==> config.mk <==
export PLATFORM = sky130hd
export DESIGN_NAME = line_buffer_top
export DESIGN_NICKNAME = d
export VERILOG_FILES = /design/src/rtl/lb_ctrl_pkg.sv /design/src/rtl/lb_mem_pkg.sv /design/src/rtl/lb_mem_if.sv /design/src/rtl/lb_line_mem.sv /design/src/rtl/lb_mem_arbiter.sv /design/src/rtl/lb_reader.sv /design/src/rtl/lb_writer.sv /design/src/rtl/line_buffer_controller.sv /design/src/rtl/line_buffer_top.sv
export VERILOG_INCLUDE_DIRS = /design/src /design/src/rtl
export SDC_FILE = /design/constraint.sdc
export NUM_CORES = 1
export LEC_CHECK = 0
export ABC_AREA = 0
export BUFFER_PORTS_ARGS = -buffer_cell sky130_fd_sc_hd__clkbuf_2
export CORE_MARGIN = 2
export CORE_UTILIZATION = 55
export CTS_CLUSTER_SIZE = 14
export DETAILED_ROUTE_END_ITERATION = 12
export GPL_TIMING_DRIVEN = 0
export HOLD_SLACK_MARGIN = 0.05
export PLACE_DENSITY = 0.71
export SYNTH_ARGS = -nofsm -noshare
export SYNTH_HDL_FRONTEND = slang
export SYNTH_HIERARCHICAL = 1
export SYNTH_SLANG_ARGS = --single-unit
==> constraint.sdc <==
create_clock -name clk -period 4.1 [get_ports clk]
set_clock_uncertainty 0.2 [all_clocks]
set_input_delay 0.205 -clock clk [delete_from_list [all_inputs] [get_ports clk]]
set_output_delay 0.205 -clock clk [all_outputs]
set_load 0.01 [all_outputs]
==> src/rtl/lb_defines.svh <==
`ifndef LB_DEFINES_SVH
`define LB_DEFINES_SVH

// Pixels per line.
`define LB_DEPTH 16

`define LB_PIX_W 8

// One extra bit selects the bank.
`define LB_ADDR_W 5

`define LB_MEM_WORDS (2 * `LB_DEPTH)

`endif

==> src/rtl/lb_ctrl_pkg.sv <==
`default_nettype none

package lb_ctrl_pkg;

  typedef enum logic [2:0] {
    IDLE       = 3'b000,
    START      = 3'b001,
    FIRST_READ = 3'b010,
    READ1      = 3'b011,
    READ2      = 3'b100,
    DONE       = 3'b101
  } lb_state_e;

endpackage

`default_nettype wire

==> src/rtl/lb_mem_pkg.sv <==
`default_nettype none

`include "lb_defines.svh"

package lb_mem_pkg;

  // Top bit is the bank.
  typedef logic [`LB_ADDR_W-1:0] mem_addr_t;

  typedef logic [`LB_PIX_W-1:0] mem_word_t;

endpackage

`default_nettype wire

==> src/rtl/lb_mem_if.sv <==
`timescale 1ns/1ps
`default_nettype none

interface lb_mem_if
  import lb_mem_pkg::*;
();

  logic      req;
  logic      we;
  mem_addr_t addr;
  mem_word_t wdata;
  logic      ack;
  // Valid while ack is high.
  mem_word_t rdata;

  modport requester (
    output req, we, addr, wdata,
    input  ack, rdata
  );

  modport arbiter (
    input  req, we, addr, wdata,
    output ack, rdata
  );

endinterface

`default_nettype wire

==> src/rtl/lb_line_mem.sv <==
`timescale 1ns/1ps
`default_nettype none

`include "lb_defines.svh"

module lb_line_mem
  import lb_mem_pkg::*;
(
  input  logic      clk,
  input  logic      i_en,
  input  logic      i_we,
  input  mem_addr_t i_addr,
  input  mem_word_t i_wdata,
  output mem_word_t o_rdata
);

  mem_word_t mem_q [`LB_MEM_WORDS];

  // Read data holds until the next access.
  always_ff @(posedge clk) begin
    if (i_en) begin
      if (i_we) begin
        mem_q[i_addr] <= i_wdata;
      end else begin
        o_rdata <= mem_q[i_addr];
      end
    end
  end

endmodule

`default_nettype wire

==> src/rtl/lb_mem_arbiter.sv <==
`timescale 1ns/1ps
`default_nettype none

module lb_mem_arbiter
  import lb_mem_pkg::*;
(
  input  logic      clk,
  input  logic      rst_n,
  lb_mem_if.arbiter wr_port,
  lb_mem_if.arbiter rd_port,
  output logic      o_mem_en,
  output logic      o_mem_we,
  output mem_addr_t o_mem_addr,
  output mem_word_t o_mem_wdata,
  input  mem_word_t i_mem_rdata
);

  logic wr_ack;
  logic rd_ack;
  logic last_rd;
  logic busy;
  logic pick_rd;
  logic grant;

  // Grant is held while either ack is up.
  assign busy    = wr_ack || rd_ack;
  assign pick_rd = rd_port.req && (!wr_port.req || !last_rd);
  assign grant   = !busy && (wr_port.req || rd_port.req);

  always_comb begin
    o_mem_en    = grant;
    o_mem_we    = pick_rd ? rd_port.we : wr_port.we;
    o_mem_addr  = pick_rd ? rd_port.addr : wr_port.addr;
    o_mem_wdata = pick_rd ? rd_port.wdata : wr_port.wdata;
  end

  always_ff @(posedge clk) begin
    if (!rst_n) begin
      wr_ack  <= 1'b0;
      rd_ack  <= 1'b0;
      last_rd <= 1'b0;
    end else if (grant) begin
      rd_ack  <= pick_rd;
      wr_ack  <= !pick_rd;
      last_rd <= pick_rd;
    end else begin
      if (wr_ack && !wr_port.req) begin
        wr_ack <= 1'b0;
      end
      if (rd_ack && !rd_port.req) begin
        rd_ack <= 1'b0;
      end
    end
  end

  assign wr_port.ack   = wr_ack;
  assign rd_port.ack   = rd_ack;
  assign wr_port.rdata = i_mem_rdata;
  assign rd_port.rdata = i_mem_rdata;

  a_ack_onehot: assert property (
    @(posedge clk) disable iff (!rst_n) !(wr_port.ack && rd_port.ack)
  );

endmodule

`default_nettype wire

==> src/rtl/lb_reader.sv <==
`timescale 1ns/1ps
`default_nettype none

`include "lb_defines.svh"

module lb_reader
  import lb_mem_pkg::*;
(
  input  logic       clk,
  input  logic       rst_n,
  input  logic       i_rd_en,
  input  logic       i_reset_en,
  input  logic       i_line_bank,
  output logic       o_first_done,
  output logic       o_last_done,
  output logic       o_valid,
  output mem_word_t  o_data,
  lb_mem_if.requester mem
);

  localparam logic [`LB_ADDR_W-2:0] LAST_IDX = (`LB_ADDR_W-1)'(`LB_DEPTH - 1);

  logic [`LB_ADDR_W-2:0] cnt;
  logic rd_bank;
  logic active;
  logic held;
  logic req;
  logic take;
  logic issue;

  assign take  = req && mem.ack;
  // Word 0 is prefetched before the controller enables reads.
  assign issue = active && !req && !mem.ack && ((cnt == '0) || i_rd_en);

  assign o_first_done = take && (cnt == '0);

  always_ff @(posedge clk) begin
    if (!rst_n) begin
      cnt         <= '0;
      rd_bank     <= 1'b1;
      active      <= 1'b0;
      held        <= 1'b0;
      req         <= 1'b0;
      o_valid     <= 1'b0;
      o_last_done <= 1'b0;
    end else begin
      o_valid     <= 1'b0;
      o_last_done <= 1'b0;
      // The writer's bank flips only when a line is handed over.
      if (!active && (i_line_bank != rd_bank)) begin
        rd_bank <= i_line_bank;
        active  <= 1'b1;
      end
      if (issue) begin
        req <= 1'b1;
      end else if (take) begin
        req <= 1'b0;
        cnt <= cnt + 1'b1;
        if (cnt == '0) begin
          held <= 1'b1;
        end else begin
          o_valid     <= 1'b1;
          o_last_done <= (cnt == LAST_IDX);
        end
        if (cnt == LAST_IDX) begin
          active <= 1'b0;
        end
      end
      // First word shows up together with o_start.
      if (held && i_rd_en) begin
        o_valid <= 1'b1;
        held    <= 1'b0;
      end
      if (i_reset_en) begin
        cnt  <= '0;
        held <= 1'b0;
      end
    end
  end

  always_ff @(posedge clk) begin
    if (take) begin
      o_data <= mem.rdata;
    end
  end

  assign mem.req   = req;
  assign mem.we    = 1'b0;
  assign mem.addr  = {rd_bank, cnt};
  assign mem.wdata = '0;

endmodule

`default_nettype wire

==> src/rtl/lb_writer.sv <==
`timescale 1ns/1ps
`default_nettype none

`include "lb_defines.svh"

module lb_writer
  import lb_mem_pkg::*;
(
  input  logic       clk,
  input  logic       rst_n,
  input  logic       i_px_valid,
  input  mem_word_t  i_px_data,
  output logic       o_px_ready,
  input  logic       i_line_accept,
  output logic       o_line_done,
  output logic       o_line_bank,
  lb_mem_if.requester mem
);

  localparam logic [`LB_ADDR_W-2:0] LAST_IDX = (`LB_ADDR_W-1)'(`LB_DEPTH - 1);

  logic [`LB_ADDR_W-2:0] cnt;
  logic      wr_bank;
  logic      full;
  logic      req;
  logic      armed;
  logic      line_push;
  logic      px_take;
  mem_addr_t addr_q;
  mem_word_t wdata_q;

  assign line_push  = full && !req && !mem.ack && i_line_accept;
  assign o_px_ready = armed && !req && !mem.ack && (!full || i_line_accept);
  assign px_take    = i_px_valid && o_px_ready;

  always_ff @(posedge clk) begin
    if (!rst_n) begin
      cnt         <= '0;
      wr_bank     <= 1'b0;
      full        <= 1'b0;
      req         <= 1'b0;
      armed       <= 1'b0;
      o_line_done <= 1'b0;
      o_line_bank <= 1'b1;
    end else begin
      armed       <= 1'b1;
      o_line_done <= 1'b0;
      if (line_push) begin
        o_line_done <= 1'b1;
        o_line_bank <= wr_bank;
        wr_bank     <= ~wr_bank;
        full        <= 1'b0;
      end
      if (px_take) begin
        req <= 1'b1;
        cnt <= cnt + 1'b1;
        if (cnt == LAST_IDX) begin
          full <= 1'b1;
        end
      end else if (req && mem.ack) begin
        req <= 1'b0;
      end
    end
  end

  // A pixel taken alongside the hand-over goes to the next bank.
  always_ff @(posedge clk) begin
    if (px_take) begin
      addr_q  <= {wr_bank ^ full, cnt};
      wdata_q <= i_px_data;
    end
  end

  assign mem.req   = req;
  assign mem.we    = 1'b1;
  assign mem.addr  = addr_q;
  assign mem.wdata = wdata_q;

  a_req_stable: assert property (
    @(posedge clk) disable iff (!rst_n)
      (mem.req && !mem.ack) |=> ($stable(mem.addr) && $stable(mem.wdata))
  );

endmodule

`default_nettype wire

==> src/rtl/line_buffer_controller.sv <==
`timescale 1ns/1ps
`default_nettype none

module line_buffer_controller
  import lb_ctrl_pkg::*;
(
  input  logic      clk,
  input  logic      rst_n,
  input  logic      i_line_done,
  input  logic      i_first_done,
  input  logic      i_last_done,
  output logic      o_rd_en,
  output logic      o_reset_en,
  output logic      o_line_accept,
  output logic      o_start,
  output logic      o_finish,
  output lb_state_e o_state
);

  lb_state_e state;
  lb_state_e state_nxt;

  always_ff @(posedge clk) begin
    if (!rst_n) begin
      state <= IDLE;
    end else begin
      state <= state_nxt;
    end
  end

  always_comb begin
    state_nxt = state;
    case (state)
      IDLE:       state_nxt = i_line_done ? START : IDLE;
      START:      state_nxt = i_first_done ? FIRST_READ : START;
      FIRST_READ: state_nxt = READ1;
      READ1:      state_nxt = READ2;
      READ2:      state_nxt = i_last_done ? DONE : READ2;
      DONE:       state_nxt = IDLE;
      default:    state_nxt = IDLE;
    endcase
  end

  // Writer may hand over a new line only between replays.
  assign o_line_accept = (state == IDLE);
  assign o_rd_en       = (state == FIRST_READ) || (state == READ1) || (state == READ2);
  assign o_start       = (state == READ1);
  assign o_finish      = (state == DONE);
  assign o_reset_en    = (state == DONE);
  assign o_state       = state;

  a_start_finish_excl: assert property (
    @(posedge clk) disable iff (!rst_n) !(o_start && o_finish)
  );

  a_state_legal: assert property (
    @(posedge clk) disable iff (!rst_n)
      state inside {IDLE, START, FIRST_READ, READ1, READ2, DONE}
  );

endmodule

`default_nettype wire

==> src/rtl/line_buffer_top.sv <==
`timescale 1ns/1ps
`default_nettype none

module line_buffer_top
  import lb_mem_pkg::*;
(
  input  logic      clk,
  input  logic      rst_n,
  input  logic      i_px_valid,
  input  mem_word_t i_px_data,
  output logic      o_px_ready,
  output logic      o_valid,
  output mem_word_t o_data,
  output logic      o_start,
  output logic      o_finish
);

  logic      line_done;
  logic      line_bank;
  logic      line_accept;
  logic      rd_en;
  logic      reset_en;
  logic      first_done;
  logic      last_done;
  logic      mem_en;
  logic      mem_we;
  mem_addr_t mem_addr;
  mem_word_t mem_wdata;
  mem_word_t mem_rdata;

  lb_mem_if wr_if ();
  lb_mem_if rd_if ();

  lb_writer u_writer (
    .clk           (clk),
    .rst_n         (rst_n),
    .i_px_valid    (i_px_valid),
    .i_px_data     (i_px_data),
    .o_px_ready    (o_px_ready),
    .i_line_accept (line_accept),
    .o_line_done   (line_done),
    .o_line_bank   (line_bank),
    .mem           (wr_if.requester)
  );

  lb_reader u_reader (
    .clk          (clk),
    .rst_n        (rst_n),
    .i_rd_en      (rd_en),
    .i_reset_en   (reset_en),
    .i_line_bank  (line_bank),
    .o_first_done (first_done),
    .o_last_done  (last_done),
    .o_valid      (o_valid),
    .o_data       (o_data),
    .mem          (rd_if.requester)
  );

  line_buffer_controller u_ctrl (
    .clk           (clk),
    .rst_n         (rst_n),
    .i_line_done   (line_done),
    .i_first_done  (first_done),
    .i_last_done   (last_done),
    .o_rd_en       (rd_en),
    .o_reset_en    (reset_en),
    .o_line_accept (line_accept),
    .o_start       (o_start),
    .o_finish      (o_finish),
    .o_state       ()
  );

  lb_mem_arbiter u_arb (
    .clk         (clk),
    .rst_n       (rst_n),
    .wr_port     (wr_if.arbiter),
    .rd_port     (rd_if.arbiter),
    .o_mem_en    (mem_en),
    .o_mem_we    (mem_we),
    .o_mem_addr  (mem_addr),
    .o_mem_wdata (mem_wdata),
    .i_mem_rdata (mem_rdata)
  );

  lb_line_mem u_mem (
    .clk     (clk),
    .i_en    (mem_en),
    .i_we    (mem_we),
    .i_addr  (mem_addr),
    .i_wdata (mem_wdata),
    .o_rdata (mem_rdata)
  );

endmodule

`default_nettype wire
======== Yosys cells after proc, flatten, opt, wreduce, memory -nomap -nowiden ========
Memory sizes are Yosys's and may differ from the RTL's. A register that Yosys moved wholly into a read port is not among the register bits.
Index checks and enable logic that the tools add are counted.
operators by class
  $lt $le $gt $ge ......................... 0
  reductions and logical operators ........ 47
  mux-type cells .......................... 30
  multipliers ............................. 0
  eq/ne operators ......................... 8
  bitwise logic cells ..................... 5
  $add $sub $neg .......................... 2
  divide/modulo/power cells ............... 0
  shift-type cells ........................ 0
operators with widths
  operator             number
  $mux 1               26
  $logic_and 1x1->1    19
  $pmux 3 s5           1
  $logic_not 1->1      9
  $add 4x1->4 const B  2
  $eq 4x4->1 const B   2
  $mux 8               1
  $reduce_bool 2->1    4
  $logic_or 1x1->1     7
  $eq 3x2->1 const B   2
  $eq 3x3->1 const B   2
  $mux 5               1
  $logic_not 4->1      1
  $not 1->1            4
  $reduce_and 2->1     2
  $reduce_or 4->1      1
  $eq 3x1->1 const B   1
  $logic_not 3->1      1
  $reduce_and 3->1     1
  $reduce_or 3->1      1
  $mux 2               1
  $reduce_or 2->1      1
  $ne 1x1->1           1
  $xor 1x1->1          1
storage, ports and cells
  bits in registers ....................... 47
  logic and storage cells ................. 114
  memory bits (writable) .................. 256
  output and inout port bits .............. 12
  input bits .............................. 11
  bits in latches ......................... 0
  memory bits (read-only) ................. 0
  memories kept ........................... 1
memories
  name         words  bits a word  rd ports  clocked after Yosys merged registers in  wr ports  RTL line           RTL
  u_mem.mem_q  32     8            1         1                                        1         lb_line_mem.sv:17  mem_word_t mem_q [`LB_MEM_WORDS];

======== Depth between registers and ports, before layout ========
Gate-level depths: netlist of run 1.
  word-level depth ........................ 7
  gate-level depth with buffers ........... 10
  depth with buffers taken out ............ 7

======== By module ========
The synthesis of run 1 kept the hierarchy.
modules (own cells, without submodules)
  module                  cells an instance  instances  area an instance (um^2)  seq. area each (um^2)
  lb_line_mem             580                1          10,289.9                 7,927.6
  lb_writer               61                 1          848.3                    590.6
  lb_reader               68                 1          739.5                    440.4
  lb_mem_arbiter          45                 1          476.7                    60.1
  line_buffer_controller  24                 1          206.4                    60.1

======== Worst setup path before layout of run 1 ========
Ideal clock, no wire load.
  path kind ............................... reg-to-reg
  start ................................... register u_reader.req (netlist: u_reader/mem.req)
  end ..................................... memory u_mem/mem_q[25][0] (netlist name), enable pin
  arrival ................................. 2.535 ns
  clock period less this slack ............ 3.118 ns
  slack ................................... 0.982 ns
  data required time ...................... 3.517 ns
  stages on the path, launching flop included .. 10
  path buffers ............................ 4
  library setup time ...................... 0.383 ns
  path through ............................ dfxtp_1 > a21boi_4 > buf_12 > mux2_4 > clkbuf_1 > buf_2 > buf_2 > nor2_1 > nand2_1 > nor3_1
on the way
  elaborated cells between the ends (all ways) .. 7
  those cells by class .................... 4 x mux; 3 x reduce/logical
RTL lines
  item                      RTL line               RTL
  start: declaration        lb_reader.sv:27        logic req;
  start signal: assignment  lb_reader.sv:43        req <= 1'b0;
  start signal: assignment  lb_reader.sv:55        req <= 1'b1;
  start signal: assignment  lb_reader.sv:57        req <= 1'b0;
  $logic_and 1x1->1         lb_mem_arbiter.sv:27   assign pick_rd = rd_port.req && (!wr_port.req || !last_rd);
  $mux 5                    lb_mem_arbiter.sv:33   o_mem_addr = pick_rd ? rd_port.addr : wr_port.addr;
  net mem_addr[1]           line_buffer_top.sv:27  mem_addr_t mem_addr;
  end: declaration          lb_line_mem.sv:17
The timed path passes the listed nets, and every way through them passes these cells.

======== Worst setup path in the final report of run 1 ========
  start ................................... register u_reader.req (netlist: u_reader/mem.req)
  end ..................................... memory u_mem/mem_q[19][4] (netlist name), enable pin
The elaborated chain is that of the path after synthesis.

==> results.md, run 1 <==
Global route:
- After global routing the overflow that remains totals 0.
- The global-route wire length before repair is 39.8 mm.
- The via count of the first global-routing pass is 6,880.
- The overall fraction of global-route tracks in use is 0.222.
- Entering global routing, the biggest net connects 33 pins.
- The number of antenna violations at the first check in global routing came to 0.

Pwr:
- The share of total power dissipated in sequential elements is 0.566.
- Of the total power, the share spent switching nets is 0.203.
- The combinational group share of total power is 0.037.
- The internal power of the cells totals 4.90 mW.
- The power density over the cells is 440 mW/mm^2.
- The net switching power figure is about 1.2 mW.
- The fraction of power consumed by the clock network is 0.397.
- The overall power of the completed layout is 6.14 mW.
- The worst-case IR drop observed on VDD is 0.340 mV.
- The static leakage is 4.77 nW.

Hold path:
- The type of the most critical hold path is in -> reg.
- The startpoint identified for the worst hold timing path is i_px_data[5].
- Along the worst hold path, the cell count comes to 2.
- The worst min-delay path endpoint is u_writer/mem.wdata[5].

Clock network:
- The clock latency on the worst-skew pair is 0.56 ns.
- Buffers inserted during clock tree synthesis total 29.
- The tree is rooted in a sky130_fd_sc_hd__clkbuf_16.
- The number of clock sinks is between 300 and 400.
- In this run the deepest clock path goes through 3 buffers.
- CTS built an H-tree with a depth of 1.
- TritonCTS built the clock tree.
- The clock transition at the registers of the reported paths is ~0.060 ns.

Final layout:
- 0 antenna diodes ended up in the layout.
- Excluding fillers, the count of instances in the completed layout stands at 1,148.
- For this run, the post-layout net count is about 860.
- The area growth from synthesis to layout is 11.7%.
- The ratio of cells with drive above 1 in the final layout is 0.158.

Die:
- The area of the die is approximately 0.024 sq mm.
- The number of top-level pins is 23.
- From left edge to right edge, the die measures 155 um.
- The starting density of the core is 0.556.
- The die is 155 um tall.
- The area inside the core boundary is 0.0225 sq mm.
- The number of placement rows is 55.

Worst setup path:
- By instance count, the cell type seen most on the critical path is sky130_fd_sc_hd__buf_2.
- Of all nets on the critical path, the largest fanout is 10.
- By startpoint and endpoint, the worst setup path is classified as reg -> reg.
- The number of cells on the worst reg-to-reg path is 8.
- At the worst endpoint, the required time is 4.06 ns.
- The critical path goes through a21boi_4 > buf_12 > mux2_4 > clkbuf_1 > buf_2 > buf_2 > nand4_1 > nor2_1.
- The critical path buffer and inverter count is 4.
- In this run the critical register-to-register path is launched from u_reader/mem.req.
- On the critical path, the stage with the largest delay is an instance of sky130_fd_sc_hd__nor2_1.
- Among cell families on the critical path, the largest total delay comes from simple AND/OR/NAND/NOR gates.
- The critical path starts at u_reader/mem.req.
- The data arrival time at the worst-slack endpoint is 4.00 ns.
- The worst setup path is captured at a register.
- The largest incremental delay on the critical path is just under 0.8 ns.
- STA classifies the critical path startpoint as a register.
- The critical register-to-register path endpoint is u_mem/mem_q[19][4].
- The reg2reg setup slack is approximately 0.063 ns.

Synthesis:
- Yosys printed 6 warnings.
- The post-synthesis instance area is 0.0125 sq mm.
- Synthesis handed over a netlist of a little under 800 instances.
- In this run the mean area of a mapped cell was 16.2 sq um.

Timing:
- The minimum clock period after layout is 4.04 ns.
- The max-slew violation count is 0.
- Setup repair after global routing could not meet its margin everywhere.
- Summed over all failing endpoints, the final setup total negative slack is 0 ns.
- Measured against its own limit, the worst slew margin works out to 0.237.
- The count of final hold-check violations is 0.
- Setup violations remaining at the end of the flow were counted as 0.
- Based on the critical path, the design can be clocked at up to 248 MHz.
- The tightest hold margin is 0.147 ns.
- In the finished design, the share of the clock period the worst path needs comes to 0.985.
- The worst-margin pin slew is 1.14 ns.

Route:
- The detailed router placed 6,948 vias in this run.
- The overall routed net length is approximately 26 mm.
- The detail route stage leaves a number of antenna-violating nets equal to 0.
- After detailed routing, the number of vias per cell comes to 6.05.
- After detailed routing, the number of remaining DRC violations is 0.
- The first TritonRoute pass finished after 5 iterations.
- The routed length per instance is between 20 and 25 um.
- The violation count after the first detailed-route iteration is 676.

Run status:
- The run finished with clean final reports.

Place:
- The half-perimeter wire length of the detailed placement result is 17.4 mm.
- During placement, the flow inserted port buffers numbering 22.
- The final weighted congestion in routability-driven placement is slightly below 0.9.
- After detailed placement, the design holds a cell count of 1,085.

Run:
- Max-cap violations in this run came to 0.
==> metrics by stage <==
| stage | instance area (sq um) | utilization | worst slack (ns) |
|---|---|---|---|
| finish | 14000 | 0.621 | 0.0630 |
| global route | 14000 | 0.621 | -0.0717 |
| CTS | 14000 | 0.620 | 0.0669 |
| detailed placement | 13000 | 0.578 | -0.0432 |
| global placement | 13000 | 0.578 | 0.106 |
| floorplan | 12500 | - | 0.982 |
==> routing by layer <==
metal / up-vias / share of wire / global-route usage
met5: - / 0 / 0
met4: 0 / 0.025 / 0.0701
met3: 46 / 0.077 / 0.0415
met2: 281 / 0.48 / 0.362
met1: 3498 / 0.42 / 0.308
li1: 3123 / - / -
==> state kept, by name (all words and copies together) (netlist names), 3 cells and up <==
register and count:
u_reader/cnt 4, u_mem/mem_q 256, u_writer/cnt 4, u_mem/o_rdata 8, u_writer/mem.wdata 8, u_reader/o_data 8
u_writer/mem.addr 5, u_ctrl/o_state 3
==> how the worst max path moves through the flow <==
stage	to	slack, ns	depth (start not counted)
final	u_mem/mem_q[19][4]	0.06	8
after floorplan	u_mem/mem_q[25][0]	0.98	9
after global placement	u_mem/mem_q[27][1]	0.11	8
after detailed placement	u_mem/mem_q[27][4]	-0.04	8
after CTS	u_mem/mem_q[26][1]	0.07	8
after global routing	u_mem/mem_q[7][0]	-0.07	8
==> power by group through the flow <==
| stage | Combinational [mW] | Clock, mW | Sequential [mW] |
|---|---|---|---|
| after floorplan | 0.143 | 0 | 3.54 |
| after global placement | 0.211 | 0 | 3.54 |
| after detailed placement | 0.219 | 0 | 3.54 |
| after CTS | 0.227 | 2.48 | 3.48 |
| after global routing | 0.245 | 2.60 | 3.48 |
| final | 0.229 | 2.44 | 3.48 |
==> worst register-to-register path: cells and delay by family (launching register included) <==
kind,cells,cell delay (ns)
buf+inv,4,1.18
compound gates,1,0.34
simple gates,2,1.27
mux,1,0.15
flops,1,0.49
==> what timing repair did <==
item | 4_1_cts | 5_1_grt
hold buffers | 10 | 0
endpoints found under the setup margin | 8 | 60
endpoints found under the hold margin | 34 | 0
gates resized for setup | 1 | 2
buffers inserted | 0 | 0
==> layout by cell type, fill, tap and decap left out, types with 12 or more instances in the layout <==
master                        n
sky130_fd_sc_hd__a21oi_1     13
sky130_fd_sc_hd__buf_2       23
sky130_fd_sc_hd__buf_4       20
sky130_fd_sc_hd__clkbuf_1    12
sky130_fd_sc_hd__clkbuf_16   29
sky130_fd_sc_hd__clkbuf_2    22
sky130_fd_sc_hd__clkinv_1    13
sky130_fd_sc_hd__dfxtp_1     26
sky130_fd_sc_hd__edfxtp_1   285
sky130_fd_sc_hd__mux2i_1    130
sky130_fd_sc_hd__nand2_1     22
sky130_fd_sc_hd__nor2_1      43
sky130_fd_sc_hd__nor4_1      16
sky130_fd_sc_hd__o22ai_1     64
==> area by class of cell <==
class                      count  area [sq um]
multi-input combinational    399          3070
clock inverter                21           120
buffer                        59           364
fill                        1583          8540
clock buffer                  32           737
inverter                       9          33.8
sequential                   311          9080
timing repair buffer          32           210
tap                          285           357
No activity file was read; power rests on OpenSTA's default activity.
==> run 2: changes to the inputs <==
PLACE_DENSITY = unset   (was 0.71)
PLACE_DENSITY_LB_ADDON = 0.08   (was unset)
==> results.md, run 2 (same netlist as run 1, synthesis figures left out) <==
Run status:
- The flow ran to the end, and the final reports show no timing, DRC or antenna violations.

Final layout:
- u_mem/mem_q holds more flip-flops than any other register.
- The number of non-filler instances in the completed layout is 1,151 (+0.26%).
- The library cells used most frequently in the layout, excluding fill and tap cells, are sky130_fd_sc_hd__edfxtp_1, sky130_fd_sc_hd__mux2i_1, sky130_fd_sc_hd__o22ai_1.
- The utilization of the core after routing is 0.627 (+0.00662).
- The ratio of cells with drive above 1 in the final layout was 0.166 (+0.00888).
- The leading cell type in the layout, fill and taps excluded is sky130_fd_sc_hd__edfxtp_1.
- The area growth from synthesis to layout is 12.9%.
- The total number of nets in the final design is 859 (+0.47%).
- The flip-flop count of the largest register, all copies and words added is 256 (unchanged).

Clock network:
- The total number of H-tree levels is 2 (+1).
- The number of clock sinks is 311 (unchanged).
- The clock latency on the worst-skew pair is 0.51 ns (-0.05 ns).
- The number of buffers between clock root and the deepest sink is 3 (unchanged).
- The clock transition at the registers of the reported paths is 0.06 ns (about the same).
- TritonCTS built the clock tree.
- The number of setup buffers added after CTS is 0 (unchanged).
- The master cell of the clock root buffer is sky130_fd_sc_hd__clkbuf_16.
- The CTS buffer count is 34 (+17%).

Die:
- The number of top-level pins is 23 (unchanged).
- The die span in x was 155 um (unchanged).
- The starting density of the core is 0.556 (unchanged).
- The number of placement rows came to 55 (unchanged).
- The die height came to 155 um (unchanged).
- The area of the die came to 0.0240 sq mm (unchanged).
- The area inside the core boundary came to 0.0225 sq mm (unchanged).

Route:
- The number of detailed-routing iterations run before antenna repair is 4 (-1).
- The violation count after the first detailed-route iteration is 559 (-17%).
- The via density per instance came to 6.01 (-0.66%).
- The detailed-route DRC error count is 0 (unchanged).
- The number of nets with antenna violations after detailed routing came to 0 (unchanged).
- The via count of the routed design came to 6,920 (-0.40%).
- The overall routed net length is 26.8 mm (+1.6%).
- The routed length per instance came to 23.3 um (+1.3%).

Timing:
- The fmax is 246 MHz (-0.62%).
- The share of the cycle needed by the critical path after routing is 0.991 (+0.00618).
- The count of final hold-check violations was 0 (unchanged).
- The setup TNS is 0 ns (unchanged).
- The max-slew headroom at the worst pin is 0.126 (-0.111).
- The worst-margin pin slew came to 1.31 ns (+0.170 ns).
- The final setup violation count is 0 (unchanged).
- Setup repair after global routing could not meet its margin everywhere.
- The max-slew violation count is 0 (unchanged).
- The minimum clock period after layout is 4.06 ns (+0.0253 ns).

Worst setup path:
- The top fanout value on the critical path is 10 (unchanged).
- The signal on the critical path passes through a21boi_4 > buf_12 > mux2_4 > clkbuf_1 > buf_2 > buf_2 > nand4_1 > nor2_1.
- Among all stages on the critical path, the largest delay is contributed by sky130_fd_sc_hd__nor2_1.
- The data required time at the worst endpoint came to 4.03 ns (-0.03 ns).
- The worst setup path is launched from a register.
- The origin of the critical flop-to-flop path is u_reader/mem.req.
- The launch point of the worst path is u_reader/mem.req.
- The largest incremental delay on the critical path came to 0.81 ns (+0.03 ns).
- The data arrival time at the worst-slack endpoint is 3.99 ns (about the same).
- The library cell appearing most often on the critical path is sky130_fd_sc_hd__buf_2.
- STA classifies the critical path endpoint as a register.
- The worst setup path is of the reg -> reg kind.

Hold path:
- The type of the most critical hold path is in -> reg.
- The worst hold path begins at i_px_valid.

Place:
- The placed cell count is 1,085 (unchanged).
- The half-perimeter wire length of the detailed placement result is 17.7 mm (+2.0%).
- The count of input and output buffers is 22 (unchanged).
- The final weighted congestion in routability-driven placement is 0.894 (+3.0%).

Pwr:
- The power density over the cells is 458 mW/mm^2 (+4.2%).
- The peak supply drop is 0.364 mV (+7.1%).
- The static leakage is 4.85 nW (+1.7%).
- The overall power of the completed layout is 6.47 mW (+5.3%).

Global route:
- The overall fraction of global-route tracks in use is 0.231 (+0.00831).
- The pin count of the biggest net entering global routing is 33 (unchanged).
- The number of antenna violations at the first check in global routing is 0 (unchanged).
- The via count of the first global-routing pass came to 6,820 (-0.87%).
- The final global-route overflow total is 0 (unchanged).
- The global-route wire length before repair came to 40.8 mm (+2.4%).

Run:
- The number of maximum-capacitance violations is 0 (unchanged).
## run 2: metrics by stage
step	area, sq um	worst slack, ns	hold WS, ns
3_3_place_gp	13000	-0.147	0.185
2_1_floorplan	12500	0.982	0.0327
6_report	14100	0.0376	0.126
5_1_grt	14100	-0.147	0.148
3_5_place_dp	13000	-0.199	0.184
4_1_cts	14100	0.0507	0.0901
## run 2: power by group
group / total [mW] / internal (mW) / switching [mW]
Clock: 2.76 / 1.63 / 1.14
Sequential: 3.48 / 3.47 / 0.00759
Combinational: 0.229 / 0.0813 / 0.147
Total: 6.47 / 5.18 / 1.29
## run 2: worst paths after layout
kind,slack [ns],cells past startpoint,endpoint
worst max register to register,0.04,8,u_mem/mem_q[3][7]
worst max-delay path,0.04,8,u_mem/mem_q[3][7]
worst min register to register,0.29,2,u_reader/held
worst min-delay path,0.13,5,u_writer/cnt[3]
## run 2: repair_timing
item | 4_1_cts | 5_1_grt
endpoints found under the setup margin | 20 | 64
hold buffers | 9 | 0
gates resized for setup | 3 | 0
endpoints found under the hold margin | 24 | 0
## run 2: final cells by class
cell class	instances	area, sq um
inverter	9	33.8
timing repair buffer	31	200
fill	1605	8390
tap	285	357
sequential	311	9080
multi-input combinational	399	3070
clock inverter	13	62.6
clock buffer	43	948
buffer	59	364
antenna	1	2.50
## run 2: routing by layer
layer,global-route usage,vias to the layer above,routed length (um)
met5,0,-,0
met4,0.0807,0,754
met3,0.0403,46,1690
met2,0.347,236,12200
met1,0.344,3510,12200
li1,-,3128,-
## run 2: worst max-delay path: cells and delay by family, from the launching register on
family / cells / cell delay (ns)
buffers and inverters: 4 / 1.08
muxes: 1 / 0.16
DFF: 1 / 0.52
AOI/OAI and AO/OA: 1 / 0.36
and+or+nand+nor: 2 / 1.37
==> run 3: changes to the inputs <==
clock period = 3.6 ns   (was 4.1 ns; I/O delays follow)
==> results.md, run 3 (same netlist as run 1, synthesis figures left out) <==
Run status:
- The flow ran to the end, and the final reports show no timing, DRC or antenna violations.

Route:
- The via density per instance came to 6.01 (about the same).
- The overall routed net length came to 26.9 mm (+0.36%).
- The violation count after the first detailed-route iteration was 604 (+8.1%).
- The number of detailed-routing iterations run before antenna repair is 5 (+1).
- The number of nets with antenna violations after detailed routing is 0 (unchanged).
- The detailed-route DRC error count is 0 (unchanged).
- The routed length per instance is 23.3 um (about the same).
- The via count of the routed design is 6,934 (+0.20%).

Clock network:
- The TritonCTS clock tree is built.
- The clock transition at the registers of the reported paths is 0.06 ns (about the same).
- The clock latency on the worst-skew pair is 0.51 ns (about the same).
- The number of clock sinks is 311 (unchanged).
- The total number of H-tree levels is 2 (unchanged).
- The master cell of the clock root buffer is sky130_fd_sc_hd__clkbuf_16.
- The number of buffers between clock root and the deepest sink came to 3 (unchanged).
- The CTS buffer count is 34 (unchanged).

Run:
- The number of maximum-capacitance violations is 0 (unchanged).

Worst setup path:
- The capturing element type of the critical path is a register.
- Counting stages on the worst path, the most repeated cell is sky130_fd_sc_hd__buf_2.
- The data required time at the worst endpoint is 3.62 ns (-0.41 ns).
- The top fanout value on the critical path came to 10 (unchanged).
- Traced cell by cell, the critical path runs through a21boi_4 > buf_12 > mux2_4 > clkbuf_1 > buf_2 > buf_2 > mux2i_1 > o22ai_1 > nor4_1 > nand2_1.
- The largest incremental delay on the critical path is 0.43 ns (-0.38 ns).
- The largest delay contributor family on the critical path is buffers and inverters.
- On the critical path, the stage with the largest delay is an instance of sky130_fd_sc_hd__dfxtp_2.
- The critical path in this run is classified as reg -> reg.
- The critical path buffer and inverter count is 4 (unchanged).
- The data arrival time at the worst-slack endpoint was 3.53 ns (-0.46 ns).
- STA classifies the critical path startpoint as a register.

Final layout:
- The total non-filler cell area in the finished layout was 0.0144 sq mm (+2.0%).
- The flip-flop count of the largest register, all copies and words added is 256 (unchanged).
- The top register by number of flip-flops is u_mem/mem_q.
- The utilization of the core after routing came to 0.640 (+0.0126).
- From synthesis to final layout, the design area changed by 15.2%.
- The total number of nets in the final design came to 863 (+0.47%).
- The library cell used most frequently in the layout, excluding fill and tap cells, is sky130_fd_sc_hd__edfxtp_1.
- The antenna diode count is 0 (-1).
- The top cell types in the final layout, fill and taps aside, are sky130_fd_sc_hd__edfxtp_1, sky130_fd_sc_hd__mux2i_1, sky130_fd_sc_hd__o22ai_1.
- The number of non-filler instances in the completed layout came to 1,154 (+0.26%).
- The ratio of cells with drive above 1 in the final layout was 0.215 (+0.0487).

Global route:
- The global-route wire length before repair is 41.0 mm (+0.54%).
- The via count of the first global-routing pass is 6,841 (+0.31%).
- The pin count of the biggest net entering global routing is 33 (unchanged).
- The overall fraction of global-route tracks in use was 0.232 (+0.00100).
- The number of antenna violations at the first check in global routing was 0 (unchanged).
- The final global-route overflow total is 0 (unchanged).

Place:
- The setup slack at placement is -0.699 ns (-0.500 ns).
- The half-perimeter wire length of the detailed placement result came to 17.7 mm (unchanged).
- The placed cell count is 1,085 (unchanged).
- The final weighted congestion in routability-driven placement was 0.894 (unchanged).
- The count of input and output buffers came to 22 (unchanged).
- The instance area at placement is 0.0130 sq mm (unchanged).

Pwr:
- The overall power of the completed layout is 7.38 mW (+14%).
- The static leakage came to 4.91 nW (+1.3%).
- The peak supply drop came to 0.416 mV (+14%).
- The power density over the cells was 512 mW/mm^2 (+12%).

Timing:
- The fmax is 285 MHz (+16%).
- The max-slew violation count is 0 (unchanged).
- The final setup violation count is 0 (unchanged).
- Setup repair after global routing left no endpoint under its margin.
- The count of final hold-check violations came to 0 (unchanged).
- The minimum clock period after layout is 3.51 ns (-0.557 ns).
- The max-slew headroom at the worst pin is 0.122 (-0.00399).
- The setup TNS was 0 ns (unchanged).
- The tightest hold margin is 0.0881 ns (-0.0384 ns).
- The share of the cycle needed by the critical path after routing is 0.974 (-0.0171).
- The post-route worst setup slack was 0.0947 ns (+0.0571 ns).
- The worst-margin pin slew is 1.31 ns (+0.00597 ns).

Die:
- The area of the die was 0.0240 sq mm (unchanged).
- The number of placement rows is 55 (unchanged).
- The number of top-level pins is 23 (unchanged).
- The starting density of the core is 0.556 (unchanged).
- The die span in x is 155 um (unchanged).
- The area inside the core boundary is 0.0225 sq mm (unchanged).
- The die height is 155 um (unchanged).

Hold path:
- The min-delay analysis places its worst path in the category in -> reg.
[run 3: changes by cell type in the layout (fill, tap and decap cells not counted), moves of 3 or more]
cell / delta
sky130_fd_sc_hd__nor4_2: +10
sky130_fd_sc_hd__nor2_2: +11
sky130_fd_sc_hd__buf_2: -5
sky130_fd_sc_hd__nor3_4: +3
sky130_fd_sc_hd__nor2_1: -24
sky130_fd_sc_hd__nor4_1: -10
sky130_fd_sc_hd__nor2_4: +13
sky130_fd_sc_hd__clkbuf_4: +5
[run 3: tightest hold or removal path: stages]
cell and delay (ns):
sky130_fd_sc_hd__clkbuf_2 0.09, sky130_fd_sc_hd__nand4bb_1 0.09, sky130_fd_sc_hd__buf_2 0.19, sky130_fd_sc_hd__or4_1 0.13, sky130_fd_sc_hd__a21oi_1 0.05
[run 3: repair_timing]
item                                    in CTS  in global routing
setup buffers                                2                  2
hold buffers                                 9                  0
resized for setup                           30                 34
hold endpoints to repair                    28                  0
pin swaps                                    1                  3
endpoints found under the setup margin     206                192
[run 3: layout make-up]
class,instances,area (sq um)
plain buffers,59,378
clock buffers,43,948
clock inverters,13,62.6
fillers,1558,8100
inverters,9,33.8
multi-input cells,399,3290
flip-flops and latches,311,9080
well taps,285,357
repair buffers,35,255
[run 3: power breakdown]
part           internal (mW)  total, mW  leakage [nW]  switching (mW)
clock                   1.85       3.15         0.503            1.29
combinational         0.0972      0.271          1.63           0.174
sequential              3.95       3.96          2.78         0.00860
total                   5.90       7.38          4.91            1.48
[run 3: worst paths after layout]
path / from / end / slack, ns / cells after the start
setup / recovery: u_reader/mem.req / u_mem/o_rdata[7] / 0.09 / 10
hold / removal: i_px_valid / u_writer/cnt[3] / 0.09 / 5
hold reg to reg: u_reader/held / u_reader/held / 0.29 / 2
setup reg to reg: u_reader/mem.req / u_mem/o_rdata[7] / 0.09 / 10
[run 3: routing by layer]
| metal | global-route usage | vias up | part of all wire |
|---|---|---|---|
| li1 | - | 3141 | - |
| met1 | 0.346 | 3514 | 0.46 |
| met2 | 0.354 | 231 | 0.46 |
| met3 | 0.0389 | 48 | 0.058 |
| met4 | 0.0714 | 0 | 0.023 |
| met5 | 0 | - | 0 |
